$ cat config.mk
export PLATFORM = sky130hd
export DESIGN_NAME = i2c_bit_engine
export DESIGN_NICKNAME = d
export VERILOG_FILES = /design/src/rtl/eeprom_pkg.sv /design/src/rtl/i2c_bit_engine.sv
export VERILOG_INCLUDE_DIRS = /design/src /design/src/rtl
export SDC_FILE = /design/constraint.sdc
export NUM_CORES = 1
export LEC_CHECK = 0
export ABC_AREA = 0
export BUFFER_PORTS_ARGS = -buffer_cell sky130_fd_sc_hd__buf_4
export CORE_AREA = 10 10 47 49
export DETAILED_ROUTE_END_ITERATION = 7
export DIE_AREA = 0 0 57 59
export PLACE_DENSITY = 0.51
export SLEW_MARGIN = 25
export SYNTH_ARGS = -nofsm -noshare
export SYNTH_HDL_FRONTEND = slang
export SYNTH_SLANG_ARGS = --single-unit
$ cat constraint.sdc
create_clock -name sda -period 1.4 [get_ports sda]
set_input_delay 0.28 -clock sda [delete_from_list [all_inputs] [get_ports sda]]
set_output_delay 0.28 -clock sda [all_outputs]
set_load 0.02 [all_outputs]
$ cat src/rtl/eeprom_config.svh
`ifndef EEPROM_CONFIG_SVH
`define EEPROM_CONFIG_SVH

// Data path and array geometry
`define EEPROM_BYTE_W 8
`define EEPROM_ADDR_W 11
`define EEPROM_DEPTH 2048
`define EEPROM_APB_AW 4

// Upper nibble of every device-select byte
`define EEPROM_DEV_TYPE 4'b1010

// sda cycles per quarter SCL period, at least 4 for the slave synchronizers
`define EEPROM_SCL_DIV 4

// APB register offsets, STATUS shares the CTRL offset on reads
`define REG_CTRL 4'h0
`define REG_ADDR 4'h4
`define REG_WDATA 4'h8
`define REG_RDATA 4'hC
`define REG_STATUS 4'h0

`endif

$ cat src/rtl/eeprom_pkg.sv
`include "eeprom_config.svh"

package eeprom_pkg;

    typedef logic [`EEPROM_BYTE_W-1:0] byte_t;
    typedef logic [`EEPROM_ADDR_W-1:0] mem_addr_t;
    typedef logic [`EEPROM_APB_AW-1:0] apb_addr_t;

    // One bit-level condition on the two-wire bus
    typedef enum logic [1:0] {
        cmd_start,
        cmd_stop,
        cmd_write,
        cmd_read
    } bit_cmd_e;

    typedef enum logic [3:0] {
        seq_idle,
        seq_start,
        seq_dev,
        seq_addr,
        seq_wdata,
        seq_rstart,
        seq_rdev,
        seq_rdata,
        seq_nack,
        seq_stop,
        seq_done
    } seq_state_e;

    typedef enum logic [2:0] {
        sl_idle,
        sl_dev,
        sl_word_addr,
        sl_write_data,
        sl_read_data,
        sl_ack
    } slave_state_e;

endpackage

$ cat src/rtl/i2c_bit_engine.sv
`timescale 1ns/1ps
`include "eeprom_config.svh"

module i2c_bit_engine (
    input  logic                 sda,
    input  logic                 rst_n,
    input  logic                 bit_cmd_valid,
    input  eeprom_pkg::bit_cmd_e bit_cmd,
    input  logic                 bit_wdata,
    output logic                 bit_done,
    output logic                 bit_rdata,
    output logic                 scl_pull,
    output logic                 dat_pull_m,
    input  logic                 dat_in
);

    localparam int QW = $clog2(`EEPROM_SCL_DIV);

    logic [QW-1:0] qcnt;
    logic [1:0]    phase;
    logic          q_last;
    logic          scl_nxt;
    logic          dat_nxt;

    assign q_last   = qcnt == QW'(`EEPROM_SCL_DIV - 1);
    assign bit_done = bit_cmd_valid && q_last && phase == 2'd3;

    // Phases 0 and 3 hold SCL low for data bits, start and stop shape their own edges
    always_comb
    begin
        scl_nxt = 1'b0;
        dat_nxt = 1'b0;
        if (bit_cmd_valid)
        begin
            case (bit_cmd)
                eeprom_pkg::cmd_start:
                begin
                    scl_nxt = phase == 2'd0 || phase == 2'd3;
                    dat_nxt = phase[1];
                end
                eeprom_pkg::cmd_stop:
                begin
                    scl_nxt = phase == 2'd0;
                    dat_nxt = !phase[1];
                end
                eeprom_pkg::cmd_write:
                begin
                    scl_nxt = phase == 2'd0 || phase == 2'd3;
                    dat_nxt = !bit_wdata;
                end
                default:
                    scl_nxt = phase == 2'd0 || phase == 2'd3;
            endcase
        end
    end

    always_ff @(posedge sda or negedge rst_n)
    begin
        if (!rst_n)
        begin
            qcnt       <= '0;
            phase      <= 2'd0;
            scl_pull   <= 1'b0;
            dat_pull_m <= 1'b0;
        end
        else
        begin
            scl_pull   <= scl_nxt;
            dat_pull_m <= dat_nxt;
            if (!bit_cmd_valid)
            begin
                qcnt  <= '0;
                phase <= 2'd0;
            end
            else if (q_last)
            begin
                qcnt  <= '0;
                phase <= phase + 2'd1;
            end
            else
            begin
                qcnt <= qcnt + QW'(1);
            end
        end
    end

    // Sample in the middle of SCL high
    always_ff @(posedge sda)
    begin
        if (bit_cmd_valid && phase == 2'd1 && q_last)
        begin
            bit_rdata <= dat_in;
        end
    end

    a_dat_stable_scl_high: assert property (@(posedge sda) disable iff (!rst_n)
        $changed(dat_pull_m) && !scl_pull && !$past(scl_pull) |->
            $past(bit_cmd) inside {eeprom_pkg::cmd_start, eeprom_pkg::cmd_stop});

endmodule

**Word-level counts from Yosys, hierarchy flattened**

Cells that the tools add are included.

- Flip-flop bits (word level): 7
- Logic and storage cells: 30

- Add/sub/neg operators: 2
- Eq/ne operators: 6
- Muxes and demuxes: 8
- Reductions and logical operators: 9

Operator list:

| cell | number |
|---|---|
| 2-bit 2-to-1 mux | 4 |
| 2-bit == test, second input constant | 3 |
| 2-bit by 1-bit adder with 2-bit output, second input constant | 2 |
| 2-bit by 1-bit == test with 1-bit output, second input constant | 2 |
| 1-bit logical AND | 4 |
| 2-bit zero test | 2 |
| 1-bit 2-to-1 mux | 3 |
| 1-bit one-hot mux with 3 select lines | 1 |
| 1-bit zero test | 2 |
| 2-bit by 1-bit != test with 1-bit output, second input constant | 1 |
| 1-bit logical OR | 1 |

**Longest topological paths before layout**

- Depth after elaboration: 4
- Depth in mapped cells: 4

**Least setup slack after synthesis**

No wires, ideal clock.

- Path type: reg-to-output
- Start: register qcnt[0]
- End: output port bit_done
- Data arrival time: 857 ps
- Required time: 1120 ps
- Path slack: 263 ps
- Stages on the path, launching flop included: 3
- Path through: dfrtp_1 -> ha_1 -> and3_2

- Longest elaborated chain between the ends: 3

RTL lines:

| element | line | source |
|---|---|---|
| from (decl) | i2c_bit_engine.sv:19 | `logic [QW-1:0] qcnt;` |
| from (signal assigned) | i2c_bit_engine.sv:82 | `qcnt <= qcnt + QW'(1);` |
| 2-bit == test | i2c_bit_engine.sv:25 | `` assign q_last = qcnt == QW'(`EEPROM_SCL_DIV - 1); `` |
| 1-bit logical AND (2 in series) | i2c_bit_engine.sv:26 | `assign bit_done = bit_cmd_valid && q_last && phase == 2'd3;` |
| to (decl) | i2c_bit_engine.sv:10 | `output logic bit_done,` |

Every way passes these cells.

**Worst setup path in the final report**

- Start: register phase[1]
- End: output port bit_done

- Longest elaborated chain between the ends: 2

RTL lines:

| element | line | source |
|---|---|---|
| from (decl) | i2c_bit_engine.sv:20 | `logic [1:0] phase;` |
| from (signal assigned) | i2c_bit_engine.sv:78 | `phase <= phase + 2'd1;` |
| 2-bit == test | i2c_bit_engine.sv:26 |  |
| 1-bit logical AND | i2c_bit_engine.sv:26 |  |

Every way passes these cells.

==> results by group <==
Setup path
  • Worst flop-to-flop path startpoint: phase[1]
  • Reg2Reg Setup Slack: ~0.22 ns
  • Critical path start-end classification: register to primary output
  • Logic depth of the worst register-to-register path: 4
  • Crit-path leading delay family: flip-flops
  • Crit path to: bit_done
  • Type of element capturing the critical path: primary output
  • Number of stages on the worst setup path: 3
  • Required @ worst endpoint: ~1.1 ns
  • Count of buffer and inverter cells on the critical path: 1
  • Critical register-to-register path endpoint: bit_rdata
  • Slowest cell delay on critical path: ~0.38 ns
  • Launching instance or port of the critical path: phase[1]
  • Data arrival time of the critical path: ~1.1 ns
  • Maximum fanout count along the critical path: 2
  • Critical-path cell with the highest stage delay: sky130_fd_sc_hd__dfrtp_1
  • Cell breakdown of the critical path: ha_2, and3_4, buf_6
  • Nature of the critical path startpoint: register

Clock tree
  • Sinks on the clock net: 7
  • CTS Root Cell: sky130_fd_sc_hd__clkbuf_4
  • CTS tree: done
  • CTS buffer count: 3
  • Worst-skew pair later-pin latency: 0.25 ns
  • Clock Tree Buf Depth: 2
  • Maximum level of the CTS H-tree: 1
  • Clock-pin slew on the worst setup and hold paths: 0.06 ns

Finish
  • Most common cell after layout, fill and taps aside: sky130_fd_sc_hd__buf_4
  • Area Growth Syn to Fin: 48.0%
  • Util after Layout: between 30 and 40%
  • Final Instance Count excl. Fillers: between 60 and 70
  • Commonest cells after routing, fill and taps aside: 12 x sky130_fd_sc_hd__buf_4, 6 x sky130_fd_sc_hd__dfrtp_1, 3 x sky130_fd_sc_hd__nand2b_1, 3 x sky130_fd_sc_hd__clkbuf_4
  • Final nets: between 50 and 60
  • Antenna cells: 0
  • Fraction of final layout cells with drive strength greater than 1: 42.6%

Outcome
  • Status: finished clean

GRT
  • Vias in the first global route: 274
  • GRT Residual Overflow: 0
  • Largest net degree at the start of global routing: 9
  • Number of antenna violations at the first check in global routing: 0
  • Tot GR Track Use: around 4.7%
  • Wire length of the first global-routing pass: 1190 µm

Die
  • # IOs: 11
  • Placeable core region: ~0.0014 mm²
  • Die Area: 0.00336 mm²
  • Row count: 14
  • Die Y: ~60 µm
  • Effective utilization at floorplan: 24.7%
  • Width of the die: ~57 µm

Timing
  • Minimum period implied by the final worst setup slack: roughly 1.4 ns
  • Worst path setup slack after routing: 0.0303 ns
  • Final worst hold slack: slightly above 0.2 ns
  • Setup repair after global routing missed its margin: yes
  • Rel. slew slack: around nine tenths
  • Slew at the pin closest to its max-slew limit: around 0.13 ns
  • Final setup fails: 0
  • Max-slew violations: 0
  • Fin Clk Skew: approximately 0.0052 ns
  • Period Utilization, post-route: between 90% and 100%
  • Maximum clock rate: 0.730 GHz
  • Final-report hold violation count: 0

Place
  • Number of I/O port buffers: 10
  • # placed instances: between 50 and 60
  • Global placement routability congestion: a little over 0.7
  • HPWL after detailed placement: between 500 and 600 µm
  • Worst slack at placement: around 0.16 ns

Route
  • Wirelength per Cell: about 11 µm
  • Drt pass-1 iters: 1
  • Iteration-0 DRC count of the detailed router: 0
  • Overall routed net length: slightly below 700 µm
  • Residual DRC count: 0
  • Final ANT Viol Nets: 0
  • Mean number of vias per cell: just under 4
  • DR vias: about 240

Synth
  • Cells after synthesis: 29
  • Number of distinct library cells after synthesis: 16
  • Fraction of the yosys area taken by sequential cells: 52.0%
  • Synth Cell Area: about 350 µm²
  • Top post-synthesis cells by area: sky130_fd_sc_hd__dfrtp_1 43%, sky130_fd_sc_hd__ha_1 14%, sky130_fd_sc_hd__edfxtp_1 8.7%, sky130_fd_sc_hd__nand2b_1 5.4%, sky130_fd_sc_hd__and3_2 4.3%
  • Top cell type by total area after synthesis: sky130_fd_sc_hd__dfrtp_1
  • Warnings, synthesis: 0
  • Average cell area after synthesis: 12.0 µm²
  • Area share of the largest cell type after synthesis: 43.3%
  • Post-Synthesis Net Count: 40
  • Seq cells post-synth: 7

Power
  • Power density cells: between 900 and 1000 mW/mm²
  • Post-route total power: 0.000483 W
  • LEAKAGE: about 0.25 nW
  • Worst ir drop on vdd: 0.000367 V

Run
  • Max-cap violations: 0

Hold path
  • Class of the most critical hold timing path: input pin to register
==> final cells by class <==
type	count	area, µm²
tap	16	20.0
clock buffer	4	26.3
fill	148	888
multi-input combinational	20	168
inverter	2	7.51
timing repair buffer	14	111
sequential	7	180
==> worst min-delay path by stage <==
| stage | startpoint | endpoint | slack, ns | cells past startpoint |
|---|---|---|---|---|
| after global routing | dat_in | bit_rdata | 0.18 | 1 |
| after detailed placement | rst_n | phase[0] | 0.09 | 1 |
| after CTS | dat_in | bit_rdata | 0.20 | 1 |
| after floorplan | rst_n | dat_pull_m | -0.02 | 0 |
| final | dat_in | bit_rdata | 0.21 | 1 |
| after global placement | rst_n | qcnt[1] | 0.09 | 1 |
==> per-layer routing <==
metal  vias up  global-route usage [%]  part of all wire [%]  wire length (µm)
met2         6                    6.36                    46               314
met3         0                    3.00                   7.1                48
met5         -                       0                     0                 0
met4         0                    3.02                     0                 0
li1        134                       -                     -                 -
met1       103                    5.20                    47               317
==> state kept, by name, summed over array words and instances, names as in the netlist <==
| signal | flops |
|---|---|
| bit_rdata | 1 |
| dat_pull_m | 1 |
| qcnt | 2 |
| scl_pull | 1 |
| phase | 2 |
==> where the power goes <==
group | switching (W) | internal, W
Clock | 0.0000740 | 0.000109
Combinational | 0.0000328 | 0.0000415
Sequential | 0.00000553 | 0.000220
==> metrics by stage <==
stage	instance area [µm²]	setup TNS, ns
2_1_floorplan	347	0
3_3_place_gp	449	0
3_5_place_dp	449	0
4_1_cts	513	0
5_1_grt	513	-0.0257
6_report	513	0
==> cells by family (layout without fill, tap and decap cells) <==
kind of cell / count (synthesis) / in the layout / synth area share, %
buffers and inverters: 2 / 20 / 2.17
xor gates and xnor gates: 1 / 1 / 2.53
muxes: 1 / 1 / 2.89
adders and majority gates: 4 / 4 / 14.4
DFF: 7 / 7 / 52.0
and+or+nand+nor: 11 / 11 / 19.5
AOI/OAI and AO/OA: 3 / 3 / 6.50
==> cell usage after synthesis <==
| master | n |
|---|---|
| sky130_fd_sc_hd__nand2b_1 | 3 |
| sky130_fd_sc_hd__nor2b_1 | 1 |
| sky130_fd_sc_hd__nand2_1 | 1 |
| sky130_fd_sc_hd__nor2_1 | 1 |
| sky130_fd_sc_hd__xor2_1 | 1 |
| sky130_fd_sc_hd__inv_1 | 2 |
| sky130_fd_sc_hd__a21oi_1 | 1 |
| sky130_fd_sc_hd__nor3b_1 | 1 |
| sky130_fd_sc_hd__o211a_1 | 1 |
| sky130_fd_sc_hd__and3_2 | 2 |
| sky130_fd_sc_hd__o21a_1 | 1 |
| sky130_fd_sc_hd__dfrtp_1 | 6 |
| sky130_fd_sc_hd__and2_1 | 2 |
| sky130_fd_sc_hd__ha_1 | 4 |
| sky130_fd_sc_hd__mux2i_1 | 1 |
| sky130_fd_sc_hd__edfxtp_1 | 1 |
==> what timing repair did <==
item	CTS	global route
hold endpoints to repair	6	0
setup buffers	2	0
gates resized for setup	4	0
endpoints found under the setup margin	1	1
cloned	0	0
hold buffers	1	0
pin swaps	0	2
(Power assumes the default switching activity.)
