**src/rtl/eeprom_config.svh**
```systemverilog
`ifndef EEPROM_CONFIG_SVH
`define EEPROM_CONFIG_SVH

// Data path and array geometry
`define EEPROM_BYTE_W 8
`define EEPROM_ADDR_W 11
`define EEPROM_DEPTH 2048
`define EEPROM_APB_AW 4

// Upper nibble of every device-select byte
`define EEPROM_DEV_TYPE 4'b1010

// sda cycles per quarter SCL period, at least 4 for the slave synchronizers
`define EEPROM_SCL_DIV 4

// APB register offsets, STATUS shares the CTRL offset on reads
`define REG_CTRL 4'h0
`define REG_ADDR 4'h4
`define REG_WDATA 4'h8
`define REG_RDATA 4'hC
`define REG_STATUS 4'h0

`endif

```
**src/rtl/eeprom_pkg.sv**
```systemverilog
`include "eeprom_config.svh"

package eeprom_pkg;

    typedef logic [`EEPROM_BYTE_W-1:0] byte_t;
    typedef logic [`EEPROM_ADDR_W-1:0] mem_addr_t;
    typedef logic [`EEPROM_APB_AW-1:0] apb_addr_t;

    // One bit-level condition on the two-wire bus
    typedef enum logic [1:0] {
        cmd_start,
        cmd_stop,
        cmd_write,
        cmd_read
    } bit_cmd_e;

    typedef enum logic [3:0] {
        seq_idle,
        seq_start,
        seq_dev,
        seq_addr,
        seq_wdata,
        seq_rstart,
        seq_rdev,
        seq_rdata,
        seq_nack,
        seq_stop,
        seq_done
    } seq_state_e;

    typedef enum logic [2:0] {
        sl_idle,
        sl_dev,
        sl_word_addr,
        sl_write_data,
        sl_read_data,
        sl_ack
    } slave_state_e;

endpackage

```
**src/rtl/i2c_txn_sequencer.sv**
```systemverilog
`timescale 1ns/1ps
`include "eeprom_config.svh"

module i2c_txn_sequencer (
    input  logic                  sda,
    input  logic                  rst_n,
    input  logic                  txn_start,
    input  logic                  txn_read,
    input  eeprom_pkg::mem_addr_t txn_addr,
    input  eeprom_pkg::byte_t     txn_wdata,
    output logic                  txn_done,
    output eeprom_pkg::byte_t     txn_rdata,
    output logic                  bit_cmd_valid,
    output eeprom_pkg::bit_cmd_e  bit_cmd,
    output logic                  bit_wdata,
    input  logic                  bit_done,
    input  logic                  bit_rdata
);

    eeprom_pkg::seq_state_e state;
    eeprom_pkg::byte_t      sh;
    logic [3:0]             cnt;
    logic                   byte_end;

    // Bit 8 of every outgoing byte is the slave acknowledge
    assign byte_end  = bit_done && cnt == 4'd8;
    assign txn_rdata = sh;

    always_ff @(posedge sda or negedge rst_n)
    begin
        if (!rst_n)
        begin
            state         <= eeprom_pkg::seq_idle;
            cnt           <= 4'd0;
            bit_cmd_valid <= 1'b0;
            txn_done      <= 1'b0;
        end
        else
        begin
            txn_done <= 1'b0;
            case (state)
                eeprom_pkg::seq_idle:
                    if (txn_start)
                    begin
                        state         <= eeprom_pkg::seq_start;
                        bit_cmd_valid <= 1'b1;
                    end
                eeprom_pkg::seq_start:
                    if (bit_done)
                    begin
                        state <= eeprom_pkg::seq_dev;
                        cnt   <= 4'd0;
                    end
                eeprom_pkg::seq_dev, eeprom_pkg::seq_addr,
                eeprom_pkg::seq_wdata, eeprom_pkg::seq_rdev:
                    if (byte_end)
                    begin
                        cnt <= 4'd0;
                        case (state)
                            eeprom_pkg::seq_dev:  state <= eeprom_pkg::seq_addr;
                            eeprom_pkg::seq_addr: state <= txn_read ? eeprom_pkg::seq_rstart
                                                                    : eeprom_pkg::seq_wdata;
                            eeprom_pkg::seq_rdev: state <= eeprom_pkg::seq_rdata;
                            default:              state <= eeprom_pkg::seq_stop;
                        endcase
                    end
                    else if (bit_done)
                    begin
                        cnt <= cnt + 4'd1;
                    end
                eeprom_pkg::seq_rstart:
                    if (bit_done)
                    begin
                        state <= eeprom_pkg::seq_rdev;
                    end
                eeprom_pkg::seq_rdata:
                    if (bit_done)
                    begin
                        cnt <= cnt + 4'd1;
                        if (cnt == 4'd7)
                        begin
                            state <= eeprom_pkg::seq_nack;
                        end
                    end
                eeprom_pkg::seq_nack:
                    if (bit_done)
                    begin
                        state <= eeprom_pkg::seq_stop;
                    end
                eeprom_pkg::seq_stop:
                    if (bit_done)
                    begin
                        state         <= eeprom_pkg::seq_done;
                        bit_cmd_valid <= 1'b0;
                    end
                default:
                begin
                    txn_done <= 1'b1;
                    state    <= eeprom_pkg::seq_idle;
                end
            endcase
        end
    end

    // Outgoing bytes leave MSB first, the read byte enters at the LSB
    always_ff @(posedge sda)
    begin
        if (state == eeprom_pkg::seq_idle && txn_start)
        begin
            sh <= {`EEPROM_DEV_TYPE, txn_addr[`EEPROM_ADDR_W-1 -: 3], 1'b0};
        end
        else if (bit_done)
        begin
            case (state)
                eeprom_pkg::seq_dev:
                    sh <= (cnt == 4'd8) ? txn_addr[`EEPROM_BYTE_W-1:0] : sh << 1;
                eeprom_pkg::seq_addr:
                    sh <= (cnt == 4'd8) ? txn_wdata : sh << 1;
                eeprom_pkg::seq_wdata, eeprom_pkg::seq_rdev:
                    sh <= sh << 1;
                eeprom_pkg::seq_rstart:
                    sh <= {`EEPROM_DEV_TYPE, txn_addr[`EEPROM_ADDR_W-1 -: 3], 1'b1};
                eeprom_pkg::seq_rdata:
                    sh <= {sh[`EEPROM_BYTE_W-2:0], bit_rdata};
                default:
                    sh <= sh;
            endcase
        end
    end

    always_comb
    begin
        bit_cmd   = eeprom_pkg::cmd_write;
        bit_wdata = 1'b1;
        case (state)
            eeprom_pkg::seq_start, eeprom_pkg::seq_rstart:
                bit_cmd = eeprom_pkg::cmd_start;
            eeprom_pkg::seq_stop:
                bit_cmd = eeprom_pkg::cmd_stop;
            eeprom_pkg::seq_dev, eeprom_pkg::seq_addr,
            eeprom_pkg::seq_wdata, eeprom_pkg::seq_rdev:
                if (cnt == 4'd8)
                begin
                    bit_cmd = eeprom_pkg::cmd_read;
                end
                else
                begin
                    bit_wdata = sh[`EEPROM_BYTE_W-1];
                end
            eeprom_pkg::seq_rdata:
                bit_cmd = eeprom_pkg::cmd_read;
            // Master NACK ends the random read
            eeprom_pkg::seq_nack:
                bit_wdata = 1'b1;
            default:
                bit_wdata = 1'b1;
        endcase
    end

    a_cmd_held: assert property (@(posedge sda) disable iff (!rst_n)
        bit_cmd_valid && !bit_done |=>
            bit_cmd_valid && $stable(bit_cmd) && $stable(bit_wdata));

endmodule

```
**config.mk**
```make
export PLATFORM = sky130hd
export DESIGN_NAME = i2c_txn_sequencer
export DESIGN_NICKNAME = d
export VERILOG_FILES = /design/src/rtl/eeprom_pkg.sv /design/src/rtl/i2c_txn_sequencer.sv
export VERILOG_INCLUDE_DIRS = /design/src /design/src/rtl
export SDC_FILE = /design/constraint.sdc
export NUM_CORES = 1
export LEC_CHECK = 0
export BUFFER_PORTS_ARGS = -buffer_cell sky130_fd_sc_hd__buf_4
export CORE_ASPECT_RATIO = 1.25
export CORE_UTILIZATION = 25
export DETAILED_ROUTE_END_ITERATION = 8
export PLACE_DENSITY = 0.42
export SYNTH_ARGS = -nofsm -noshare
export SYNTH_HDL_FRONTEND = slang
export SYNTH_SLANG_ARGS = --single-unit
```
**constraint.sdc**
```tcl
create_clock -name sda -period 2.24 [get_ports sda]
set_input_delay 0.224 -clock sda [delete_from_list [all_inputs] [get_ports sda]]
set_output_delay 0.224 -clock sda [all_outputs]
set_load 0.05 [all_outputs]
```
Word-level counts from Yosys, hierarchy flattened
Cells that the tools add are included.
{"block": "classes", "n_addsub": 1, "eq_ne": 19, "muxes": 28, "n_reduce_logical": 17}
{"op": "$mux W4", "count": 13}
{"op": "$pmux W8 S5", "count": 1}
{"op": "$pmux W4 S7", "count": 1}
{"op": "$pmux W4 S3", "count": 2}
{"op": "$eq A4 B3 Y1 const B", "count": 5}
{"op": "$mux W8", "count": 2}
{"op": "$ne A2 B2 Y1 const B", "count": 8}
{"op": "$eq A4 B4 Y1 const B", "count": 3}
{"op": "$reduce_or A10 Y1", "count": 1}
{"op": "$eq A4 B2 Y1 const B", "count": 2}
{"op": "$pmux W2 S4", "count": 1}
{"op": "$reduce_and A8 Y1", "count": 1}
{"op": "$mux W1", "count": 7}
{"op": "$reduce_and A2 Y1", "count": 3}
{"op": "$reduce_bool A6 Y1", "count": 1}
{"op": "$reduce_bool A5 Y1", "count": 1}
{"op": "$add A4 B1 Y4 const B", "count": 1}
{"op": "$eq A4 B1 Y1 const B", "count": 1}
{"op": "$logic_not A4 Y1", "count": 1}
{"op": "$reduce_bool A2 Y1", "count": 2}
{"op": "$reduce_or A2 Y1", "count": 2}
{"op": "$reduce_or A4 Y1", "count": 1}
{"op": "$reduce_and A3 Y1", "count": 1}
{"op": "$reduce_bool A3 Y1", "count": 1}
{"op": "2 further kinds", "count": 3}
{"block": "totals", "regBits": 18, "input_bits": 25, "output_inout_bits": 13, "elab_cells": 71}

Depth between registers and ports, before layout
Gate-level depths: netlist of the first run.
{"block": "depth", "ltp_word": 5, "ltp_mapped": 8}

Worst setup path after synthesis of the first run
Ideal clock, no wire load.
{"block": "synth_timing", "path_kind": "reg2out", "from": "reg cnt[0]", "to": "out bit_cmd[0]", "t_arrival_ns": 1.896, "required_time_ns": 2.016, "setup_slack_ns": 0.120, "path_stages_with_launch": 8, "n_path_buf": 2, "path_cell_list": "dfrtp_1 -> inv_1 -> ha_1 -> and3b_1 -> buf_6 -> buf_6 -> o21ai_0 -> o22ai_1"}
{"block": "synth_between", "elab_chain_len": 3}
{"element": "start, declared", "line_no": "i2c_txn_sequencer.sv:22", "rtl": "logic [3:0] cnt;"}
{"element": "start signal, assigned", "line_no": "i2c_txn_sequencer.sv:69", "rtl": "cnt <= cnt + 4'd1;"}
{"element": "start signal, assigned", "line_no": "i2c_txn_sequencer.sv:79", "rtl": "cnt <= cnt + 4'd1;"}
{"element": "$eq A4 B4 Y1", "line_no": "i2c_txn_sequencer.sv:142", "rtl": "if (cnt == 4'd8)"}
{"element": "$mux W1", "line_no": "i2c_txn_sequencer.sv:142"}
{"element": "$pmux W2 S4", "line_no": "i2c_txn_sequencer.sv:135", "rtl": "case (state)"}
{"element": "end, declared", "line_no": "i2c_txn_sequencer.sv:14", "rtl": "output eeprom_pkg::bit_cmd_e bit_cmd,"}
No other way between the ends.

Final worst setup path of the first run
Ends and elaborated chain as after synthesis.

==> results of run 1 <==
-- cells by family after synthesis --
logic type                 Yosys count  share of synthesized area
and+or+nand+nor                     55                      0.201
AOI/OAI and AO/OA                   54                      0.282
buffers and inverters               18                     0.0737
DFF                                 18                      0.305
muxes                               13                     0.0963
xor gates and xnor gates             4                     0.0243
adders and majority gates            2                     0.0173
-- layer usage --
layer	share of wire	global-route usage	wire (µm)	vias to the layer above
met1	0.46	0.197	2050	671
met3	0.041	0.0255	183	2
met5	0	0	0	-
met4	0.0042	0.0382	19	0
li1	-	-	-	687
met2	0.50	0.268	2250	45
-- cell type report --
| type | instances | area (µm²) |
|---|---|---|
| clock buffers | 4 | 55.1 |
| well taps | 64 | 80.1 |
| fillers | 576 | 3640 |
| multi-input cells | 128 | 900 |
| flip-flops and latches | 18 | 442 |
| inverters | 6 | 22.5 |
| repair buffers | 45 | 340 |
-- metrics by stage --
stage	utilization	total power [mW]	std cells	worst slack [ps]
2_1_floorplan	-	1.64	164	120
3_3_place_gp	0.323	2.01	260	92.9
3_5_place_dp	0.323	2.02	260	56.3
4_1_cts	0.335	2.31	265	52.3
5_1_grt	0.336	2.47	265	10.6
6_report	0.336	2.30	265	174
-- cells in the mapped netlist, drive strengths merged (3+ instances only) --
cell | instances | area share
o211ai | 4 | 0.021
nand2b | 5 | 0.022
mux2i | 6 | 0.042
a31oi | 3 | 0.013
nor3 | 3 | 0.010
xor2 | 3 | 0.018
mux2 | 7 | 0.055
dfxtp | 5 | 0.069
a221oi | 3 | 0.023
o22ai | 3 | 0.013
a21oi | 10 | 0.035
nand2 | 17 | 0.044
nor2 | 11 | 0.029
edfxtp | 3 | 0.062
dfrtp | 10 | 0.17
buf | 10 | 0.053
o21ai | 10 | 0.035
nor2b | 4 | 0.017
inv | 6 | 0.016
-- state kept, by name, indices dropped and copies added (netlist names) --
signal / flops
bit_cmd_valid: 1
cnt: 4
state: 4
txn_done: 1
txn_rdata: 8
-- worst paths after layout --
path,end,slack (ps)
min,txn_rdata[4],240
max in group asynchronous,state[2],1780
min in group asynchronous,cnt[3],310
min reg2reg,txn_rdata[7],540
max reg2reg,txn_rdata[3],370
max,bit_cmd[0],170
-- worst reg2reg max path: stages, from the launching register on --
cell and delay, ps:
dfrtp_1 400, inv_1 90, ha_1 170, and3b_4 360, mux2i_1 240, o211ai_1 100, a32o_1 260
-- report_power, final --
group	internal (mW)	switching, mW	total (mW)
Sequential	0.462	0.187	0.649
Clock	0.156	0.126	0.282
Combinational	0.556	0.811	1.37
-- repair_timing --
item | CTS | global route
endpoints found under the setup margin | 2 | 2
resized for setup | 1 | 2
pin swaps | 0 | 0
hold buffers | 1 | 0
endpoints found under the hold margin | 10 | 0
==> reports/metrics.yaml, run 1 <==
worstSetupPathDepth: 6
path_buf_inv: 2
p_leak_nw: 0.744
synth-async-reset-ratio: 0.556
synth_flop_cell: "dfrtp_1"
power_density_nw_per_um2: 1250
cp_cell_sequence: "inv_1 -> ha_1 -> and3b_4 -> o21ai_0 -> o22ai_1 -> buf_4"
firstDrtPassIters: 4
place_area_um2: 1770
cp-end-kind: "primary output"
initialDrtViolationCount: 58
numPortBuffers: 37
timing.critical_path.fanout_max: 15
drt.antenna.violating_nets: 0
fin_crit_sh: 0.922
wl_um: 4500
drive_above_1_share: 0.323
die_width_um: 69.9
max_slew_margin: 0.631
min_period_ps: 2070
die-area_um2: 6080
start_util: 0.263
min_path_type: "input port to flop"
layout_commonest_cell: "buf_4"
worst_slew_pin_slew_ps: 554
hold_path_depth: 3
h-tree-depth: 1
cp.arrival_ps: 1840
cts_tree: "built"
r2r-start: "cnt[0]"
worstSetupStartpointType: "flop"
synth.avg_cell_area_um2: 8.80
cp_slowest_cell: "dfrtp_1"
yosysSeqAreaShare: 0.305
grt_max_degree: 17
clkLatencyLatePin_ps: 260
viasPerCell: 5.30
worstSetupStartpoint: "cnt[0]"
cts.clk_slew.worst_paths_ps: 80
hold-worst-slack_ps: 236
reg2reg_depth: 6
pin_count: 38
die_h_um: 86.9
grt_pass1_wl_um: 7350
fin_area_um2: 1840
vias: 1405
yosysWarningCount: 0
rsz0062_at_grt: "false"
max_cap_violations: 0
core_um2: 5480
vdd_drop_max_uv: 482
required_ps: 2020
critical_path_class: "flop to primary output"
syn-num-nets: 191
cts_buffers: 3
finalHoldViolCount: 0
nNetsFinal: 229
status: "finished, final reports clean"
syn-cell-area_um2: 1440
dp_hpwl_um: 3470
grt_overflow: 0
ys_ff_latch: 18
cts.path.max_buffers: 2
tns_ps: 0
synth_edf_count: 3
first_global_vias: 1466
fin_skew_ps: 4.45
avgRoutedWirePerCell_um: 17.0
min-delay-start: "txn_wdata[4]"
cts_sinks: 18
area_growth_pct: 27.5
slowest_delay_ps: 400
slew_violations: 0
final_cell_mix: "44 x buf_4, 17 x nand2_1, 11 x nor2_1"
grt_use_total: 0.154
grt_antenna_before_repair: 0
max_freq_ghz: 0.484
rows: 30
post-route-drc-count: 0
cts_setup_buffers: 0
critical_path.top_delay_family: "flip-flops"
n_antenna_cell: 0
setup_viol: 0
cts-root-buf: "clkbuf_8"
gp_congestion: 0.772
ys_types: 53
synth_cells: 164
(Power assumes the default switching activity.)
==> inputs of run 2 (changes only) <==
--- a/config.mk
+++ b/config.mk
@@ -8,9 +8,10 @@
 export LEC_CHECK = 0
 export BUFFER_PORTS_ARGS = -buffer_cell sky130_fd_sc_hd__buf_4
 export CORE_ASPECT_RATIO = 1.25
-export CORE_UTILIZATION = 25
+export CORE_UTILIZATION = 40
 export DETAILED_ROUTE_END_ITERATION = 8
-export PLACE_DENSITY = 0.42
+export PLACE_DENSITY = 0.61
+export SLEW_MARGIN = 20
 export SYNTH_ARGS = -nofsm -noshare
 export SYNTH_HDL_FRONTEND = slang
 export SYNTH_SLANG_ARGS = --single-unit
==> run 2 against run 1 <==
Global-route usage grew 5.1 points. Maximum frequency fell by 1.7%. Clock power shrank 16%. Critical path depth unchanged. Design area is 3.0% lower. Wire length shrank 13%. Count of clock-buffer cells in the layout down 1. Power down 4.1%. Worst setup slack got worse by 35 ps. Largest cell class unchanged. Largest power group unchanged.
==> reports/metrics.yaml, run 2 (synthesized netlist as in run 1, its figures left out) <==
drive_above_1_share: 0.317  # -0.00680
cts_sinks: 18  # unchanged
gp_congestion: 0.901  # +17%
cts_setup_buffers: 0  # unchanged
required_ps: 2020  # about the same
cts-root-buf: "clkbuf_8"
rows: 24  # -20%
min_period_ps: 2100  # +35.0 ps
seqPwrFrac: 0.295  # +0.013
fin_skew_ps: 4.33  # -0.120 ps
rsz0062_at_grt: "false"
cp_cell_sequence: "inv_1 -> buf_4 -> nand2_1 -> mux2_2 -> o22ai_1 -> buf_4"
worstSetupStartpointType: "flop"
setup_viol: 0  # unchanged
p_sw_mw: 1.09  # -3.5%
die_width_um: 55.7  # -20%
p_leak_nw: 0.726  # -2.4%
cp.arrival_ps: 1880  # +40 ps
die_h_um: 69.1  # -20%
grt_use_total: 0.205  # +0.0513
die-area_um2: 3850  # -37%
postLayoutCoreUtil: 0.517  # +0.181
finalHoldViolCount: 0  # unchanged
layout.cells.non_filler: 238  # -10%
crit_top_cell: "buf_4"
grt_overflow: 0  # unchanged
grt_max_degree: 19  # +2
min_path_type: "input port to flop"
max_slew_margin: 0.638  # +0.00714
swShare: 0.492  # +0.00286
final_cell_mix: "42 x buf_4, 17 x nand2_1, 11 x nor2_1"
p_clk_frac: 0.108  # -0.015
slew_violations: 0  # unchanged
largest_reg_flops: 8  # unchanged
cts_buffers: 3  # unchanged
cts.clk_slew.worst_paths_ps: 80  # about the same
nNetsFinal: 227  # -0.87%
numPortBuffers: 37  # unchanged
n_antenna_cell: 0  # unchanged
pin_count: 38  # unchanged
drt.antenna.violating_nets: 0  # unchanged
p_comb_frac: 0.597  # +0.002
first_global_vias: 1296  # -12%
layout_commonest_cell: "buf_4"
grt_pass1_wl_um: 6330  # -14%
avgRoutedWirePerCell_um: 16.4  # -3.4%
cp_slowest_cell: "dfrtp_2"
wl_um: 3910  # -13%
tns_ps: 0  # unchanged
max_cap_violations: 0  # unchanged
area_growth_pct: 23.7
firstDrtPassIters: 4  # unchanged
place_ws_ps: 94.1  # +37.8 ps
dp_hpwl_um: 2940  # -15%
finalPower_mw: 2.21  # -4.1%
max_freq_ghz: 0.476  # -1.7%
grt_antenna_before_repair: 0  # unchanged
setup_ws_ps: 139  # -35.0 ps
cp-end-kind: "primary output"
r2r_slack_ps: 380  # about the same
initialDrtViolationCount: 49  # -16%
viasPerCell: 5.85  # +10%
start_util: 0.418  # +0.155
status: "finished, final reports clean"
vdd_drop_max_uv: 720  # +50%
core_um2: 3450  # -37%
post-route-drc-count: 0  # unchanged
vias: 1393  # -0.85%
nFillCells: 335  # -42%
cts.path.max_buffers: 2  # unchanged
h-tree-depth: 1  # unchanged
critical_path_class: "flop to primary output"
slowest_delay_ps: 530  # +130 ps
worst_slew_pin_slew_ps: 543  # -10.7 ps
intPower_mw: 1.12  # -4.6%
dp_cells: 233  # -10%
power_density_nw_per_um2: 1240  # -1.1%
timing.critical_path.fanout_max: 18  # +3
cts_tree: "built"
clkLatencyLatePin_ps: 250  # about the same
fin_crit_sh: 0.938  # +0.0156
-- run 2: cell count changes in the layout (fill, tap and decap cells not counted) --
cell,before,now
clkinv_1,0,1
dfrtp_2,1,2
dfrtp_1,9,8
buf_4,44,42
clkbuf_8,4,3
-- run 2: final cells by class --
cell class,instances,area [µm²],share of cell area
tap,39,48.8,0.0273
clock buffer,3,41.3,0.0231
clock inverter,1,3.75,0.00210
multi-input combinational,128,900,0.504
sequential,18,443,0.248
inverter,6,22.5,0.0126
timing repair buffer,43,325,0.182
-- run 2: routing by layer --
| metal | global-route usage | vias to the layer above | wire (µm) |
|---|---|---|---|
| met4 | 0.0583 | 0 | 21 |
| met1 | 0.263 | 664 | 1680 |
| met3 | 0.0281 | 2 | 194 |
| li1 | - | 678 | - |
| met5 | 0 | - | 0 |
| met2 | 0.355 | 49 | 2010 |
-- run 2: power groups by stage --
stage / Sequential, mW / Clock [mW] / Combinational (mW)
after floorplan: 0.794 / 0 / 0.841
after global placement: 0.651 / 0 / 1.30
after detailed placement: 0.654 / 0 / 1.31
after global routing: 0.673 / 0.254 / 1.41
after CTS: 0.647 / 0.251 / 1.32
final: 0.651 / 0.238 / 1.32
-- run 2: metrics by stage --
stage	hold slack [ps]	cell area (µm²)
floorplan	-71.6	1440
global placement	56.6	1720
detailed placement	59.7	1720
CTS	233	1780
global route	252	1780
finish	246	1780
-- run 2: timing repair --
item	4_1_cts	5_1_grt
hold buffers	1	0
endpoints found under the hold margin	10	0
gates resized for setup	1	3
setup endpoints to repair	1	1
-- run 2: critical path, delay by kind of cell, from the launching register on --
kind	cells	cell delay, ps
buffers and inverters	3	540
muxes	1	300
and+or+nand+nor	1	60
AOI/OAI and AO/OA	1	200
DFF	1	530
-- run 2: worst paths after layout --
check | from | endpoint | depth (start not counted)
worst max-delay path | state[2] | bit_cmd[0] | 6
max in group asynchronous | rst_n | state[1] | 2
worst min-delay path | txn_wdata[6] | txn_rdata[6] | 3
worst max register to register | cnt[0] | state[0] | 6
worst min register to register | txn_rdata[5] | txn_rdata[5] | 1
min in group asynchronous | rst_n | cnt[2] | 2
