[config.mk]
export PLATFORM = sky130hd
export DESIGN_NAME = apb_eeprom_regs
export DESIGN_NICKNAME = d
export VERILOG_FILES = /design/src/rtl/eeprom_pkg.sv /design/src/rtl/apb_eeprom_regs.sv
export VERILOG_INCLUDE_DIRS = /design/src /design/src/rtl
export SDC_FILE = /design/constraint.sdc
export NUM_CORES = 1
export LEC_CHECK = 0
export BUFFER_PORTS_ARGS = -buffer_cell sky130_fd_sc_hd__buf_2
export CAP_MARGIN = 20
export CORE_UTILIZATION = 43
export CTS_CLUSTER_DIAMETER = 150
export DETAILED_ROUTE_END_ITERATION = 10
export PLACE_DENSITY = 0.81
export REMOVE_ABC_BUFFERS = 1
export SLEW_MARGIN = 10
export SYNTH_ARGS = -nofsm -noshare
export SYNTH_HDL_FRONTEND = slang
export SYNTH_SLANG_ARGS = --single-unit
[constraint.sdc]
create_clock -name sda -period 3.5 [get_ports sda]
set_clock_uncertainty 0.15 [all_clocks]
set_input_delay 0 -clock sda [delete_from_list [all_inputs] [get_ports sda]]
set_output_delay 0 -clock sda [all_outputs]
set_load 0.02 [all_outputs]
[src/rtl/eeprom_config.svh]
`ifndef EEPROM_CONFIG_SVH
`define EEPROM_CONFIG_SVH

// Data path and array geometry
`define EEPROM_BYTE_W 8
`define EEPROM_ADDR_W 11
`define EEPROM_DEPTH 2048
`define EEPROM_APB_AW 4

// Upper nibble of every device-select byte
`define EEPROM_DEV_TYPE 4'b1010

// sda cycles per quarter SCL period, at least 4 for the slave synchronizers
`define EEPROM_SCL_DIV 4

// APB register offsets, STATUS shares the CTRL offset on reads
`define REG_CTRL 4'h0
`define REG_ADDR 4'h4
`define REG_WDATA 4'h8
`define REG_RDATA 4'hC
`define REG_STATUS 4'h0

`endif

[src/rtl/eeprom_pkg.sv]
`include "eeprom_config.svh"

package eeprom_pkg;

    typedef logic [`EEPROM_BYTE_W-1:0] byte_t;
    typedef logic [`EEPROM_ADDR_W-1:0] mem_addr_t;
    typedef logic [`EEPROM_APB_AW-1:0] apb_addr_t;

    // One bit-level condition on the two-wire bus
    typedef enum logic [1:0] {
        cmd_start,
        cmd_stop,
        cmd_write,
        cmd_read
    } bit_cmd_e;

    typedef enum logic [3:0] {
        seq_idle,
        seq_start,
        seq_dev,
        seq_addr,
        seq_wdata,
        seq_rstart,
        seq_rdev,
        seq_rdata,
        seq_nack,
        seq_stop,
        seq_done
    } seq_state_e;

    typedef enum logic [2:0] {
        sl_idle,
        sl_dev,
        sl_word_addr,
        sl_write_data,
        sl_read_data,
        sl_ack
    } slave_state_e;

endpackage

[src/rtl/apb_eeprom_regs.sv]
`timescale 1ns/1ps
`include "eeprom_config.svh"

module apb_eeprom_regs (
    input  logic                  sda,
    input  logic                  rst_n,
    input  eeprom_pkg::apb_addr_t paddr,
    input  logic                  psel,
    input  logic                  penable,
    input  logic                  pwrite,
    input  logic [31:0]           pwdata,
    output logic [31:0]           prdata,
    output logic                  txn_start,
    output logic                  txn_read,
    output eeprom_pkg::mem_addr_t txn_addr,
    output eeprom_pkg::byte_t     txn_wdata,
    input  logic                  txn_done,
    input  eeprom_pkg::byte_t     txn_rdata
);

    logic                  access;
    logic                  wr_en;
    logic                  busy;
    logic                  locked;
    logic                  start_req;
    eeprom_pkg::mem_addr_t addr_q;
    eeprom_pkg::byte_t     wdata_q;
    eeprom_pkg::byte_t     rdata_q;

    assign access = psel && penable;
    assign wr_en  = access && pwrite;

    // The start pulse cycle already counts as busy
    assign locked    = busy || txn_start;
    assign start_req = wr_en && (paddr == `REG_CTRL) && pwdata[0] && !locked;

    assign txn_addr  = addr_q;
    assign txn_wdata = wdata_q;

    always_ff @(posedge sda or negedge rst_n)
    begin
        if (!rst_n)
        begin
            busy      <= 1'b0;
            txn_start <= 1'b0;
            txn_read  <= 1'b0;
        end
        else
        begin
            txn_start <= start_req;
            if (start_req)
            begin
                txn_read <= pwdata[1];
            end
            if (txn_start)
            begin
                busy <= 1'b1;
            end
            else if (txn_done)
            begin
                busy <= 1'b0;
            end
        end
    end

    always_ff @(posedge sda)
    begin
        if (wr_en && !locked && paddr == `REG_ADDR)
        begin
            addr_q <= pwdata[`EEPROM_ADDR_W-1:0];
        end
        if (wr_en && !locked && paddr == `REG_WDATA)
        begin
            wdata_q <= pwdata[`EEPROM_BYTE_W-1:0];
        end
        if (txn_done && txn_read)
        begin
            rdata_q <= txn_rdata;
        end
    end

    always_comb
    begin
        prdata = '0;
        if (access && !pwrite)
        begin
            case (paddr)
                `REG_STATUS: prdata[0] = locked;
                `REG_ADDR:   prdata[`EEPROM_ADDR_W-1:0] = addr_q;
                `REG_WDATA:  prdata[`EEPROM_BYTE_W-1:0] = wdata_q;
                `REG_RDATA:  prdata[`EEPROM_BYTE_W-1:0] = rdata_q;
                default:     prdata = '0;
            endcase
        end
    end

    a_penable_in_sel: assert property (@(posedge sda) disable iff (!rst_n)
        penable |-> psel);

    // The sequencer handles one frame at a time, so done only closes an open frame
    a_done_in_frame: assert property (@(posedge sda) disable iff (!rst_n)
        txn_done |-> busy && !txn_start);

endmodule

* After elaboration in Yosys (flattened, before gate mapping) *
Cells that the tools add are included.

cells by class
  $lt $le $gt $ge = 0
  muxes and demuxes = 6
  bitwise gates (word level) = 0
  shift operators = 0
  reductions and logical operators = 15
  eq/ne operators = 3
  add/subtract/negate cells = 0
  $mul = 0
  div/mod/pow operators = 0

operators by type and width
  kind                number
  $pmux 7 s3          1
  $mux 11             1
  $logic_and 1x1->1   10
  $eq 4x4->1 const B  2
  $eq 4x3->1 const B  1
  $logic_not 4->1     1
  $pmux 1 s4          1
  $mux 3              1
  $logic_not 1->1     2
  $mux 1              2
  $reduce_bool 2->1   1
  $logic_or 1x1->1    1

word-level totals
  output and inout bits = 53
  latch bits = 0
  RAM bits = 0
  bits in read-only memories = 0
  memories = 0
  word-level logic and storage cells = 30
  flip-flop bits (word level) = 30
  input bits = 50

* Longest topological paths before layout *
Gate-level depths: netlist of the first run.

  depth after elaboration = 5
  depth in mapped cells = 4
  depth with buffers taken out = 3

* Worst setup path before layout of the first run *
Ideal clock, no wire load.

  path kind = reg2reg
  start point = reg txn_start
  end point = reg wdata_q[0] (netlist: txn_wdata[0]), enable pin
  setup time = 0.370 ns
  clock period less this slack = 1.625 ns
  buffers on the path = 0
  data required time = 2.980 ns
  arrival time = 1.105 ns
  path slack = 1.875 ns
  cell stages (with the launch flop) = 4
  cell sequence = dfrtp_1 > nor2_1 > nand2_1 > nor2_1

on the way
  cells in the longest elaborated chain, start to end = 4

ends and longest elaborated chain
  what                         line                   source
  from (decl)                  apb_eeprom_regs.sv:13  output logic txn_start,
  from (signal assigned)       apb_eeprom_regs.sv:50  txn_start <= start_req;
  $logic_or 1x1->1             apb_eeprom_regs.sv:34  assign locked = busy || txn_start;
  $logic_not 1->1              apb_eeprom_regs.sv:72  if (wr_en && !locked && paddr == `REG_WDATA)
  $logic_and 1x1->1            apb_eeprom_regs.sv:72
  $logic_and 1x1->1 (no line)  --
  to (signal assigned)         apb_eeprom_regs.sv:74  wdata_q <= pwdata[`EEPROM_BYTE_W-1:0];
  to (decl)                    apb_eeprom_regs.sv:27  eeprom_pkg::byte_t wdata_q;

No other way between the ends.
A chain may end at the register's enable or synchronous reset.

* Worst setup path after layout of the first run *
  start point = in paddr[0]
  end point = reg txn_start

on the way
  cells in the longest elaborated chain, start to end = 4

ends and longest elaborated chain
  what                            line                   source
  from (decl)                     apb_eeprom_regs.sv:7   input eeprom_pkg::apb_addr_t paddr,
  $logic_not 4->1                 --
  $logic_and 1x1->1 (3 in a row)  apb_eeprom_regs.sv:35  assign start_req = wr_en && (paddr == `REG_CTRL) && pwdata[0] && !locked;
  named net start_req             apb_eeprom_regs.sv:25  logic start_req;

The timed path passes the listed nets, and every way through them passes these cells.

==> key figures, run 1 <==
Final layout
  • Most frequent cells in the layout: buf_2, edfxtp_1, dlygate4sd3_1
  • Area growth, synth to finish: 39.10%
  • Number of nets in the layout: 240
  • Fillers: 242
  • Final Non-Filler Cells: 235
  • Commonest non-fill, non-tap cell in the layout: buf_2
  • Final core utilization: 63.83%
  • Layout cells sized above 1: 41.36%
  • Diodes inserted: 0

Setup path
  • WP data required: 3.62 ns
  • CP arrival: 2.25 ns
  • Startpoint types: input pin
  • FF-to-FF setup slack: 1.61 ns
  • Crit Path Max Fanout: 3
  • Endpoint class of the critical path: register
  • Crit Path Class: in2reg

Floorplanning
  • Initial Utilization: 45.89%
  • Die Area: 3546 um2
  • # rows: 20
  • Die Y-Extent: 59.55 um
  • Core area: 3103 um2
  • I/O pins: 103
  • Die Wd: 59.55 um

Routing
  • Antenna-violating nets left: 0
  • DRT met1 WL: 1.264 mm
  • DR top layer: met4
  • Routed wire per std cell: 14.34 um
  • Number of remaining DRC errors: 0
  • Met3 WL: 260 um
  • DRT iter0 DRCs: 34
  • Via/cell ratio: 4.596
  • Pre-antenna DRT Iters: 4
  • Metal2 WL: 1.783 mm
  • DRT Wirelength: 3.371 mm
  • Routed vias: 1080

CTS
  • Clock root cell: clkbuf_4
  • Worst skew pair latency: 0.33 ns
  • Clk sink count: 30
  • Reg clk slew, reported paths: 0.09 ns
  • CTS tree: done
  • CTS buffer count: 5
  • CTS H-tree lvls: 2
  • CTS Buffer Depth: 2

Synthesis
  • Post-synth ARST share: 10.00%
  • Synth Instances: 102
  • Synth top area cells: edfxtp_1, buf_4, mux2_2
  • Synth Register Bits: 30
  • Yosys warns: 0
  • Top FF cell, synth: edfxtp_1
  • Dominant cell type by area after synthesis: edfxtp_1
  • Distinct cell type count after synthesis: 25
  • Post-synth EDFFs: 27
  • Post-synthesis sequential area ratio: 62.21%
  • Post-synthesis cell area: 1424 um2
  • Syn Area/Cell: 13.96 um2
  • Post-synth top area share: 56.94%

Global route
  • Tot GR Track Use: 21.30%
  • Number of global-route vias before repair: 1049
  • Initial antenna violation count: 0
  • First-pass GRT wire length: 5.092 mm
  • GRT Residual Overflow: 0
  • Largest net degree at the start of global routing: 12

Outcome
  • Run status: finished clean

Placement
  • Post-DP HPWL: 2.070 mm
  • Placed insts: 202
  • Port bufs: 60
  • Routability cong.: 0.6807

STA
  • Slew Limit Fails: 0
  • Minimum hold slack: 0.1231 ns
  • Least-Margin Pin Slew: 0.7979 ns
  • Period utilization: 60.64%
  • Max-slew headroom: 46.61%
  • Post-route minimum period: 2.122 ns
  • Post-Route Setup TNS: 0 ns
  • RSZ-0062 raised after global routing: false
  • Maximum clock frequency: 0.4712 GHz
  • Hold Fails Final Rpt: 0
  • # setup viols final: 0

Power
  • Sequential power share: 56.5%
  • Peak supply drop: 0.2388 mV
  • Clock share of power: 30.5%
  • Power Total: 703.0 uW
  • P_leak: 0.0009077 uW
  • Switching share of power: 24.25%
  • Psw: 170.4 uW
  • Pint: 532.6 uW
  • Pwr Density: 354.9 nW/um2
  • Gate power share: 13.1%

Min path
  • Hold WC Path Type: in2reg

Job
  • Maxcap violations: 0
layer usage:
| metal | GRT usage, % | vias up |
|---|---|---|
| li1 | - | 507 |
| met1 | 22.54 | 495 |
| met2 | 37.56 | 71 |
| met3 | 8.079 | 7 |
| met4 | 9.302 | 0 |
| met5 | 0 | - |
synth_stat cells, types with 2 or more instances:
| cell type | instances |
|---|---|
| a22oi_1 | 7 |
| and2_1 | 3 |
| and3_1 | 3 |
| buf_4 | 21 |
| buf_6 | 2 |
| dfrtp_1 | 3 |
| edfxtp_1 | 27 |
| inv_1 | 2 |
| mux2_2 | 8 |
| nand2_1 | 2 |
| nor2_1 | 10 |
registers in the layout, indices dropped and copies added, names as in the netlist:
name and count:
rdata_q 8, txn_start 1, txn_addr 11, txn_read 1
busy 1, txn_wdata 8
final timing paths:
kind,depth (start not counted),from,endpoint
max in group asynchronous,3,rst_n,txn_start$_DFF_PN0_
worst min-delay path,4,pwrite,txn_read$_DFFE_PN0P_
min in group asynchronous,3,rst_n,busy$_DFFE_PN0P_
worst min register to register,1,txn_start$_DFF_PN0_,busy$_DFFE_PN0P_
worst max-delay path,7,paddr[0],txn_start$_DFF_PN0_
worst max register to register,3,txn_start$_DFF_PN0_,txn_wdata[7]$_DFFE_PP_
worst max-delay path: stages:
cell,delay [ns]
dlygate4sd3_1,0.54
buf_2,0.16
nor4_4,0.14
dlygate4sd3_1,0.60
nand4_2,0.13
dlygate4sd3_1,0.61
inv_1,0.06
stage by stage:
step           cell area [um2]  worst slack (ns)
6_report                  1981             1.378
5_1_grt                   1981             1.320
4_1_cts                   1981             1.443
3_5_place_dp              1670             1.583
3_3_place_gp              1670             1.599
2_1_floorplan             1315             1.875
logic make-up after synthesis:
kind of cell / Yosys count / synth area share (%)
DFF: 30 / 62.21
other: 1 / 0.2634
AOI/OAI and AO/OA: 11 / 5.536
muxes: 9 / 7.381
buffers and inverters: 26 / 13.44
and+or+nand+nor: 25 / 11.16
power groups by stage:
| stage | Sequential [uW] | Clock, uW | Combinational (uW) |
|---|---|---|---|
| final | 397 | 214 | 91.8 |
| after global routing | 398 | 233 | 99.8 |
| after CTS | 397 | 220 | 89.5 |
| after detailed placement | 405 | 0 | 69.4 |
| after global placement | 404 | 0 | 67.7 |
| after floorplan | 407 | 0 | 37.4 |
layout make-up:
| class | instances | area [um2] | area share [%] |
|---|---|---|---|
| Clock buffer | 7 | 55.05 | 2.780 |
| Multi-Input combinational cell | 66 | 421.7 | 21.29 |
| Sequential cell | 30 | 885.9 | 44.73 |
| Timing Repair Buffer | 85 | 550.5 | 27.80 |
| Tap cell | 44 | 55.05 | 2.780 |
| Inverter | 2 | 7.507 | 0.3790 |
| Clock inverter | 1 | 5.005 | 0.2527 |
what timing repair did:
item	CTS	global route
setup endpoints to repair	0	0
resized for setup	0	0
buffers inserted	0	0
hold endpoints to repair	33	0
hold buffers	25	0
No activity file was read; power rests on OpenSTA's default activity.
==> run 2: changes to the inputs <==
Settings changed: CORE_UTILIZATION 43 to 40, PLACE_DENSITY 0.81 to 0.76.
Clock period 3.5 ns to 2.1 ns, I/O delays scaled along.
==> key figures, run 2 (synthesized netlist as in run 1, its figures left out) <==
Final layout
  • Most frequent cells in the layout: buf_2, edfxtp_1, dlygate4sd3_1
  • Fillers: 273
  • Diodes inserted: 0
  • Number of nets in the layout: 244
  • Layout cells sized above 1: 43.08%
  • Commonest non-fill, non-tap cell in the layout: buf_2
  • Largest register FFs: 11
  • Area growth, synth to finish: 41.21%

Routing
  • Antenna-violating nets left: 0
  • Via/cell ratio: 4.714
  • DRT iter0 DRCs: 35
  • Pre-antenna DRT Iters: 4
  • DRT Wirelength: 3.339 mm
  • Routed vias: 1136
  • Number of remaining DRC errors: 0
  • Routed wire per std cell: 13.85 um

Power
  • P_leak: 0.0009273 uW
  • Peak supply drop: 0.2875 mV
  • Pwr Density: 579.3 nW/um2
  • Power Total: 1165 uW

STA
  • RSZ-0062 raised after global routing: false
  • Maximum clock frequency: 0.5358 GHz
  • Hold Fails Final Rpt: 0
  • Post-Route Setup TNS: 0 ns
  • Slew Limit Fails: 0
  • Period utilization: 88.87%
  • # setup viols final: 0
  • Post-route minimum period: 1.866 ns

Placement
  • Port bufs: 60
  • Post-DP HPWL: 2.244 mm
  • Routability cong.: 0.7937

Floorplanning
  • Die Wd: 61.66 um
  • # rows: 21
  • Core area: 3363 um2
  • I/O pins: 103
  • Initial Utilization: 42.34%
  • Die Y-Extent: 61.66 um
  • Die Area: 3802 um2

Setup path
  • FF-to-FF path depth: 4
  • Worst path most repeated cell: buf_2
  • Crit path largest cell delay: 0.54 ns
  • Cell count along the critical path: 6
  • Crit path buf inv count: 3
  • WP data required: 1.95 ns
  • Worst path cell trace: dlygate4sd3_1, buf_2, nor2_1, nand3_1, a21oi_1, buf_2
  • Slowest stage cell, crit path: dlygate4sd3_1
  • CP arrival: 1.72 ns
  • Startpoint types: input pin
  • Endpoint class of the critical path: output pin
  • Crit Path Max Fanout: 8
  • Top delay family on crit path: buffers and inverters
  • Crit Path Class: in2out

CTS
  • Clk sink count: 30
  • Post-CTS Setup Bufs: 0
  • CTS buffer count: 5
  • Clock root cell: clkbuf_4
  • CTS H-tree lvls: 2
  • # resized after CTS: 0
  • CTS Buffer Depth: 2
  • Worst skew pair latency: 0.33 ns
  • Reg clk slew, reported paths: 0.09 ns
  • CTS tree: done

Outcome
  • Run status: finished clean

Global route
  • Number of global-route vias before repair: 1004
  • First-pass GRT wire length: 4.802 mm
  • GRT Residual Overflow: 0
  • Initial antenna violation count: 0
  • Tot GR Track Use: 18.74%
  • Largest net degree at the start of global routing: 12

Min path
  • Hold path depth: 4
  • Hold WC Path Type: in2reg

Job
  • Maxcap violations: 0
-- run 2: cell count changes in the layout (fill, tap and decap cells not counted) --
| cell | change |
|---|---|
| dlygate4sd3_1 | -1 |
| buf_4 | +5 |
-- run 2: worst register-to-register path: stages (launching register included) --
cell and delay [ns]:
dfrtp_1 0.42, nor2_1 0.24, nand4_2 0.16, dlygate4sd3_1 0.59
inv_1 0.06
-- run 2: final timing paths --
path                                   endpoint  slack, ns           startpoint
max in group asynchronous   txn_start$_DFF_PN0_       1.24                rst_n
max reg2reg                 txn_start$_DFF_PN0_       0.44  txn_start$_DFF_PN0_
max                                   prdata[0]       0.23             paddr[0]
min in group asynchronous      busy$_DFFE_PN0P_       0.40                rst_n
min                        txn_read$_DFFE_PN0P_      0.003             paddr[1]
min reg2reg                    busy$_DFFE_PN0P_       0.37     busy$_DFFE_PN0P_
-- run 2: layout make-up --
cell class                 count  area [um2]  share of cell area, %
sequential                    30       885.9                  44.06
multi-input combinational     66       421.7                  20.97
tap                           46       57.56                  2.862
inverter                       2       7.507                 0.3734
clock inverter                 1       5.005                 0.2489
clock buffer                   7       55.05                  2.738
timing repair buffer          89       578.1                  28.75
-- run 2: per-layer routing --
metal  wire length, um  part of all wire [%]  global-route usage (%)
met1              1251                    37                   20.68
met2              1685                    50                   31.34
met3               283                   8.5                   6.092
met4               118                   3.5                   11.43
met5                 0                     0                       0
-- run 2: what timing repair did --
item / 4_1_cts / 5_1_grt
hold buffers: 25 / 0
endpoints found under the setup margin: 0 / 1
endpoints found under the hold margin: 33 / 0
-- run 2: power breakdown --
group	switching (uW)	total [uW]	internal, uW
combinational	85.7	155	69.4
sequential	2.80	661	658
clock	186	348	162
total	275	1160	890
-- run 2: stage by stage --
stage	cells	area [um2]	hold slack (ns)	setup WS, ns	util, %
3_5_place_dp	209	1710	-0.3511	0.4974	50.86
2_1_floorplan	98	1315	-0.4456	0.4750	-
4_1_cts	242	2021	0.08327	0.03736	60.08
5_1_grt	241	2011	0.01772	0.1926	59.78
6_report	241	2011	0.003228	0.2337	59.78
3_3_place_gp	209	1710	-0.3551	0.5013	50.86
==> run 3: changes to the inputs <==
Settings changed: CORE_UTILIZATION 40 to 28, PLACE_DENSITY 0.76 to 0.56, SETUP_SLACK_MARGIN set to 0.4.
==> key figures, run 3 (synthesized netlist as in run 1, its figures left out) <==
Setup path
  • Crit path buf inv count: 4
  • FF-to-FF path depth: 4
  • Crit Path Max Fanout: 3
  • Worst path cell trace: buf_2, dlygate4sd3_1, nor4_4, nand4_2, dlygate4sd3_1, inv_1
  • Crit path largest cell delay: 0.59 ns
  • Endpoint class of the critical path: register
  • Cell count along the critical path: 6
  • Top delay family on crit path: buffers and inverters
  • WP data required: 2.17 ns
  • Slowest stage cell, crit path: dlygate4sd3_1
  • Crit Path Class: in2reg
  • Startpoint types: input pin
  • CP arrival: 1.68 ns
  • Worst path most repeated cell: dlygate4sd3_1

Global route
  • GRT Residual Overflow: 0
  • Initial antenna violation count: 0
  • Largest net degree at the start of global routing: 12
  • Number of global-route vias before repair: 1025
  • Tot GR Track Use: 12.48%
  • First-pass GRT wire length: 4.754 mm

STA
  • Period utilization: 76.82%
  • # setup viols final: 0
  • Minimum hold slack: 0.04569 ns
  • Worst setup margin: 0.4867 ns
  • RSZ-0062 raised after global routing: false
  • Slew Limit Fails: 0
  • Post-route minimum period: 1.613 ns
  • Hold Fails Final Rpt: 0
  • Post-Route Setup TNS: 0 ns
  • Maximum clock frequency: 0.6199 GHz

Final layout
  • Layout cells sized above 1: 42.78%
  • Diodes inserted: 0
  • Most frequent cells in the layout: buf_2, edfxtp_1, dlygate4sd3_1
  • Commonest non-fill, non-tap cell in the layout: buf_2
  • Fillers: 462
  • Largest register FFs: 11
  • Number of nets in the layout: 243
  • Area growth, synth to finish: 44.20%

CTS
  • Worst skew pair latency: 0.27 ns
  • Post-CTS Setup Bufs: 0
  • Clk sink count: 30
  • CTS Buffer Depth: 2
  • CTS H-tree lvls: 2
  • CTS tree: done
  • Clock root cell: clkbuf_8
  • CTS buffer count: 5
  • Reg clk slew, reported paths: 0.06 ns

Min path
  • Hold path depth: 4
  • Hold WC Path Type: in2reg

Power
  • Peak supply drop: 0.3916 mV
  • Pwr Density: 601.6 nW/um2
  • P_leak: 0.0009280 uW

Routing
  • Number of remaining DRC errors: 0
  • Via/cell ratio: 4.080
  • Routed wire per std cell: 12.22 um
  • DRT Wirelength: 3.190 mm
  • DRT iter0 DRCs: 25
  • Antenna-violating nets left: 0
  • Routed vias: 1065
  • Pre-antenna DRT Iters: 4

Floorplanning
  • Die Area: 5374 um2
  • Die Wd: 73.31 um
  • Core area: 4817 um2
  • Initial Utilization: 29.56%
  • Die Y-Extent: 73.31 um
  • # rows: 25
  • I/O pins: 103

Outcome
  • Run status: finished clean

Job
  • Maxcap violations: 0

Placement
  • Post-DP HPWL: 2.321 mm
  • Routability cong.: 0.6911
  • Port bufs: 60
  • Worst slack, placed: 0.4085 ns
-- run 3: cell types whose count changed in the layout (fill, tap and decap cells not counted), sizes merged --
cell / before / now
clkbuf: 7 / 5
clkinv: 1 / 3
buf: 65 / 64
-- run 3: metrics by stage --
stage          std cells  power [uW]  util (%)  area, um2
2_1_floorplan         98       740.3         -       1315
3_3_place_gp         229       791.8     35.90       1729
3_5_place_dp         229       793.1     35.90       1729
4_1_cts              261        1250     42.55       2049
6_report             261        1235     42.62       2053
5_1_grt              261        1281     42.62       2053
-- run 3: path summary, 6_finish.rpt --
kind | slack (ns) | startpoint | endpoint
setup / recovery | 0.49 | paddr[0] | txn_start$_DFF_PN0_
hold / removal | 0.05 | paddr[1] | txn_read$_DFFE_PN0P_
setup reg to reg | 0.52 | txn_start$_DFF_PN0_ | txn_start$_DFF_PN0_
hold reg to reg | 0.37 | txn_start$_DFF_PN0_ | busy$_DFFE_PN0P_
max in group asynchronous | 1.23 | rst_n | busy$_DFFE_PN0P_
min in group asynchronous | 0.43 | rst_n | txn_read$_DFFE_PN0P_
-- run 3: layout make-up --
type,instances,area [um2],area share [%]
inverter,2,7.507,0.3656
multi-input combinational,66,425.4,20.72
tap,67,83.83,4.083
clock inverter,3,11.26,0.5484
clock buffer,5,68.82,3.352
timing repair buffer,88,570.5,27.79
sequential,30,885.9,43.14
-- run 3: worst min-delay path, cell delays in order --
cell,delay (ns)
buf_2,0.13
nor4_4,0.06
nand4_2,0.10
mux2_4,0.15
-- run 3: report_power, final --
part / internal, uW / switching [uW] / total, uW
registers: 660 / 2.70 / 662
logic: 68.1 / 83.3 / 151
clock network: 220 / 201 / 421
total: 948 / 287 / 1240
-- run 3: what timing repair did --
| action | in CTS | in global routing |
|---|---|---|
| setup endpoints to repair | 0 | 8 |
| gates resized for setup | 0 | 2 |
| hold endpoints to repair | 33 | 0 |
| hold buffers | 24 | 0 |
-- run 3: layer usage --
layer | GRT usage (%) | vias to the layer above | wire length, um
li1 | - | 511 | -
met3 | 3.429 | 4 | 224
met5 | 0 | - | 0
met1 | 15.04 | 492 | 1372
met4 | 6.410 | 0 | 43
met2 | 20.47 | 58 | 1550
